==> config.mk <==
export PLATFORM = sky130hd
export DESIGN_NAME = rob_storage
export DESIGN_NICKNAME = d
export VERILOG_FILES = /design/src/source/rob_pkg.sv /design/src/source/rob_storage.sv
export VERILOG_INCLUDE_DIRS = /design/src /design/src/source
export SDC_FILE = /design/constraint.sdc
export NUM_CORES = 2
export LEC_CHECK = 0
export ABC_AREA = 0
export BUFFER_PORTS_ARGS = -buffer_cell sky130_fd_sc_hd__buf_2
export CELL_PAD_IN_SITES_DETAIL_PLACEMENT = 2
export CELL_PAD_IN_SITES_GLOBAL_PLACEMENT = 2
export CORE_ASPECT_RATIO = 1.25
export CORE_MARGIN = 2
export CORE_UTILIZATION = 40
export DETAILED_ROUTE_END_ITERATION = 8
export PLACE_DENSITY = 0.75
export SLEW_MARGIN = 10
export SYNTH_ARGS = -nofsm -noshare
export SYNTH_HDL_FRONTEND = slang
export SYNTH_SLANG_ARGS = --single-unit
==> constraint.sdc <==
create_clock -name clk -period 3.8 [get_ports clk]
set_input_delay 0 -clock clk [delete_from_list [all_inputs] [get_ports clk]]
set_output_delay 0 -clock clk [all_outputs]
set_load 0.05 [all_outputs]
==> src/source/rob_defs.svh <==
`ifndef ROB_DEFS_SVH
`define ROB_DEFS_SVH

// Datapath width in bits
`define XLEN 32

// Reorder buffer entries and tag bits (TAG_W is log2 of ROB_DEPTH)
`define ROB_DEPTH 16
`define TAG_W 4

`endif

==> src/source/rob_pkg.sv <==
`default_nettype none

`include "rob_defs.svh"

package rob_pkg;

    typedef logic [`XLEN-1:0]  data_t;    // Operands and results
    typedef logic [`TAG_W-1:0] tag_t;     // Buffer index
    typedef logic [4:0]        reg_t;     // Architectural destination

    typedef enum logic [2:0] {
        OP_ADD,
        OP_SUB,
        OP_AND,
        OP_XOR,
        OP_MUL,                           // Low word of product
        OP_DIVU,
        OP_REMU
    } op_t;

    typedef enum logic [1:0] {
        ENT_FREE,
        ENT_BUSY,                         // Issued and waiting for its result
        ENT_DONE,                         // Result written and ready to retire
        ENT_KILLED                        // Discarded by flush
    } ent_state_t;

    typedef enum logic {
        CTRL_RUN,
        CTRL_DRAIN                        // Waiting for stale unit results
    } ctrl_state_t;

endpackage

`default_nettype wire

==> src/source/rob_storage.sv <==
`timescale 1ns/1ps
`default_nettype none

`include "rob_defs.svh"

module rob_storage import rob_pkg::*; (
    input  wire         clk,
    input  wire         disp_write,
    input  wire tag_t   disp_tag,
    input  wire reg_t   disp_dest,
    input  wire         disp_reg_write,
    input  wire         alu_wb_valid,
    input  wire tag_t   alu_wb_tag,
    input  wire data_t  alu_wb_value,
    input  wire         mul_wb_valid,
    input  wire tag_t   mul_wb_tag,
    input  wire data_t  mul_wb_value,
    input  wire         div_wb_valid,
    input  wire tag_t   div_wb_tag,
    input  wire data_t  div_wb_value,
    input  wire tag_t   head_tag,
    output reg_t        commit_dest,
    output data_t       commit_value,
    output logic        commit_reg_write
);

    reg_t                  dest_q  [`ROB_DEPTH];  // Destination per entry
    logic [`ROB_DEPTH-1:0] wr_q;                  // Register write flag
    data_t                 value_q [`ROB_DEPTH];  // Result per entry

    always_ff @(posedge clk) begin
        if (disp_write) begin
            dest_q[disp_tag] <= disp_dest;
            wr_q[disp_tag]   <= disp_reg_write;
        end
        // Writeback ports by tag
        if (alu_wb_valid) begin
            value_q[alu_wb_tag] <= alu_wb_value;
        end
        if (mul_wb_valid) begin
            value_q[mul_wb_tag] <= mul_wb_value;
        end
        if (div_wb_valid) begin
            value_q[div_wb_tag] <= div_wb_value;
        end
        // Head read lands with commit_valid
        commit_dest      <= dest_q[head_tag];
        commit_value     <= value_q[head_tag];
        commit_reg_write <= wr_q[head_tag];
    end

    // Each tag is owned by exactly one unit at a time
    a_wb_unique: assert property (@(posedge clk)
        !(alu_wb_valid && mul_wb_valid && alu_wb_tag == mul_wb_tag) &&
        !(alu_wb_valid && div_wb_valid && alu_wb_tag == div_wb_tag) &&
        !(mul_wb_valid && div_wb_valid && mul_wb_tag == div_wb_tag));

endmodule

`default_nettype wire

==> metrics.cfg <==
[detailed_routing]
wl_um = 196000
vias = 37166
vias_per_cell = 7.74
ant_nets = 0
wire_per_inst_um = 40.8
drc = 0
first_pass_iters = 8
drtIter0Drc = 5821

[sta]
period_share_pct = 73.2
worst_pin_slew_ps = 1330
final-setup-viol-count = 0
max_freq_ghz = 0.359
slew_viol_final = 0
slew_headroom_pct = 11.6
clock_skew_ps = 23.6
final.setup.tns_ps = 0
hold_violations = 0
finalWorstPathRequiredPeriod_ps = 2780
rsz0062_at_grt = false

[worst_setup_path]
cp-end-kind = register
slowest_stage = buf_4
crit_required_ps = 4330
cp_cell_sequence = buf_2 > nand3b_1 > buf_4 > buf_4 > o21ai_0 > a31oi_1 > dlygate4sd3_1
setup.worst_path.class = input pin to register
crit_top_cell = buf_4
start_kind = input pin
crit_family = buffers and inverters
cp.arrival_ps = 3310
cp_num_buf_inv = 4
crit_fanout = 80
cpPeakStageDelay_ps = 780

[clock_network]
clockRootBuffer = clkbuf_16
post_cts_resized = 0
post_cts_buffers = 0
cts_tree = built
path_clk_slew_ps = 70
cts.sinks = 646
clockBufferDepth = 3
htreeDepth = 3
clock_latency_ps = 670
cts_made_buffers = 73

[floorplan]
core_area_um2 = 92600
start_util_pct = 40.2
dieArea_um2 = 95600
io_pins = 165
die_w_um = 277
die_h_um = 345
std_cell_rows = 125

[place]
place.port_buffers = 164
place.gp.congestion = 0.839
dpl_cell_area_um2 = 38300
dp_hpwl_um = 104000

[yosys]
synth_top_cell_by_area = edfxtp_1
synth_top_area_share_pct = 49.0
ys_seq_elements = 646
synthTopCellsByArea = edfxtp_1 (49%), mux4_2 (9.2%), a31oi_1 (8.6%)
synthCells = 3680
yosysUniqueCellTypes = 28
synthesis.area_um2 = 37200
synth_nets = 3807
syn_area_per_cell_um2 = 10.1
ys_warn_count = 0
synth-seq-area-share_pct = 51.1

[global_route]
grt_overflow = 0
antenna_found_initial = 14
grt_pass1_wl_um = 282000
grt_max_degree = 129
first_global_vias = 39203
gr-usage-all-layers_pct = 40.1

[layout]
nets = 3665
synthToLayoutAreaGrowth_pct = 12.2
drive_above_1_share_pct = 15.7
stdcell_area_um2 = 41800

[outcome]
outcome = finished clean

[job]
drv_cap = 0

[min_path]
worst_hold_path_type = input pin to register

[power_and_ir_drop]
power_density_nw_per_um2 = 443
vdd_drop_max_mv = 0.295
p_leak_uw = 0.0121

[synthesized netlist by cell type, drive strengths merged]
master    n
nand3   519
nor2     15
a22oi    76
nor3b     2
a31oi   512
o21ai   512
or3b      3
and2      2
dfxtp    38
buf     148
mux4    152
nor2b     6
nand2b    6
and3b     4
nor3    516
nand2    53
clkbuf  466
edfxtp  608
o211ai   16
nand3b    6
and3      2
or2      18
[flip-flops by register name (all words and copies together) (netlist names)]
name              cells
commit_reg_write      1
commit_value         32
value_q             512
dest_q               80
wr_q                 16
commit_dest           5
[repair_timing]
action / in CTS / in global routing
setup endpoints to repair: 0 / 0
hold endpoints to repair: 636 / 0
hold buffers: 123 / 0
[final timing paths]
path	startpoint	endpoint	slack (ps)	depth (start not counted)
hold / removal	div_wb_value[16]	value_q[4][16]	20	3
hold reg to reg	value_q[15][23]	commit_value[23]	690	3
setup reg to reg	value_q[11][20]	commit_value[20]	1910	3
setup / recovery	mul_wb_tag[2]	value_q[10][24]	1020	7
[metrics by stage]
stage	total power (uW)	hold WS (ps)	std cells	utilization, %	worst slack, ps
4_1_cts	18300	1.44	4800	45.1	1390
3_3_place_gp	11200	406	4546	41.4	1360
6_report	18500	20.7	4804	45.1	1020
5_1_grt	18800	26.5	4801	45.1	1050
2_1_floorplan	10100	98.9	3680	-	956
3_5_place_dp	11300	447	4546	41.4	1120
[where the power goes]
part / internal [uW] / total, uW / switching [uW]
Combinational: 847 / 3070 / 2220
Sequential: 8250 / 8370 / 125
Clock: 3850 / 7050 / 3200
[cell families (layout without fill, tap and decap cells)]
kind of cell           after synthesis  after routing  synth area share [%]
AND/OR/NAND/NOR                   1152           1152                  15.5
AO/OA/AOI/OAI                     1116           1116                  17.3
flip-flops                         646            646                  51.1
buffers and inverters              614            528                  6.89
multiplexers                       152            152                  9.19
other                                0              4                     0
[routing by layer]
metal / vias to the layer above / track usage [%] / routed length, um
li1: 14114 / - / -
met1: 19159 / 51.0 / 70900
met2: 3079 / 61.8 / 88900
met3: 800 / 10.3 / 23500
met4: 14 / 24.0 / 12800
met5: - / 0 / 94
[cells in the final DEF (no fill, tap or decap), types with 4 or more instances in the layout]
cell and n:
edfxtp_1 608, nand3_1 517, nor3_1 516, a31oi_1 512, o21ai_0 436, buf_2 162, mux4_2 152, dlygate4sd3_1 123
buf_4 85, o21ai_1 76, a22oi_1 76, clkbuf_16 74, nand2_1 51, dfxtp_1 38, clkbuf_1 26, buf_12 25
or2_2 16, o211ai_1 16, nor2_1 13, clkinv_1 9, clkinv_2 8, nand3b_1 6, clkbuf_8 5, diode_2 4
nand2b_4 4, nor2b_4 4, inv_6 4
[area by class of cell]
| class | instances | area [um2] |
|---|---|---|
| repair buffers | 397 | 3210 |
| flip-flops and latches | 646 | 19000 |
| fillers | 9447 | 50800 |
| clock buffers | 105 | 2020 |
| clock inverters | 26 | 213 |
| diodes | 4 | 10.0 |
| well taps | 1206 | 1510 |
| multi-input cells | 2420 | 15800 |
[worst min-delay path, delay by kind of cell]
family	cells	cell delay (ps)
AND/OR/NAND/NOR	1	220
AO/OA/AOI/OAI	1	60
buffers and inverters	1	220
No activity file was read; power rests on OpenSTA's default activity.
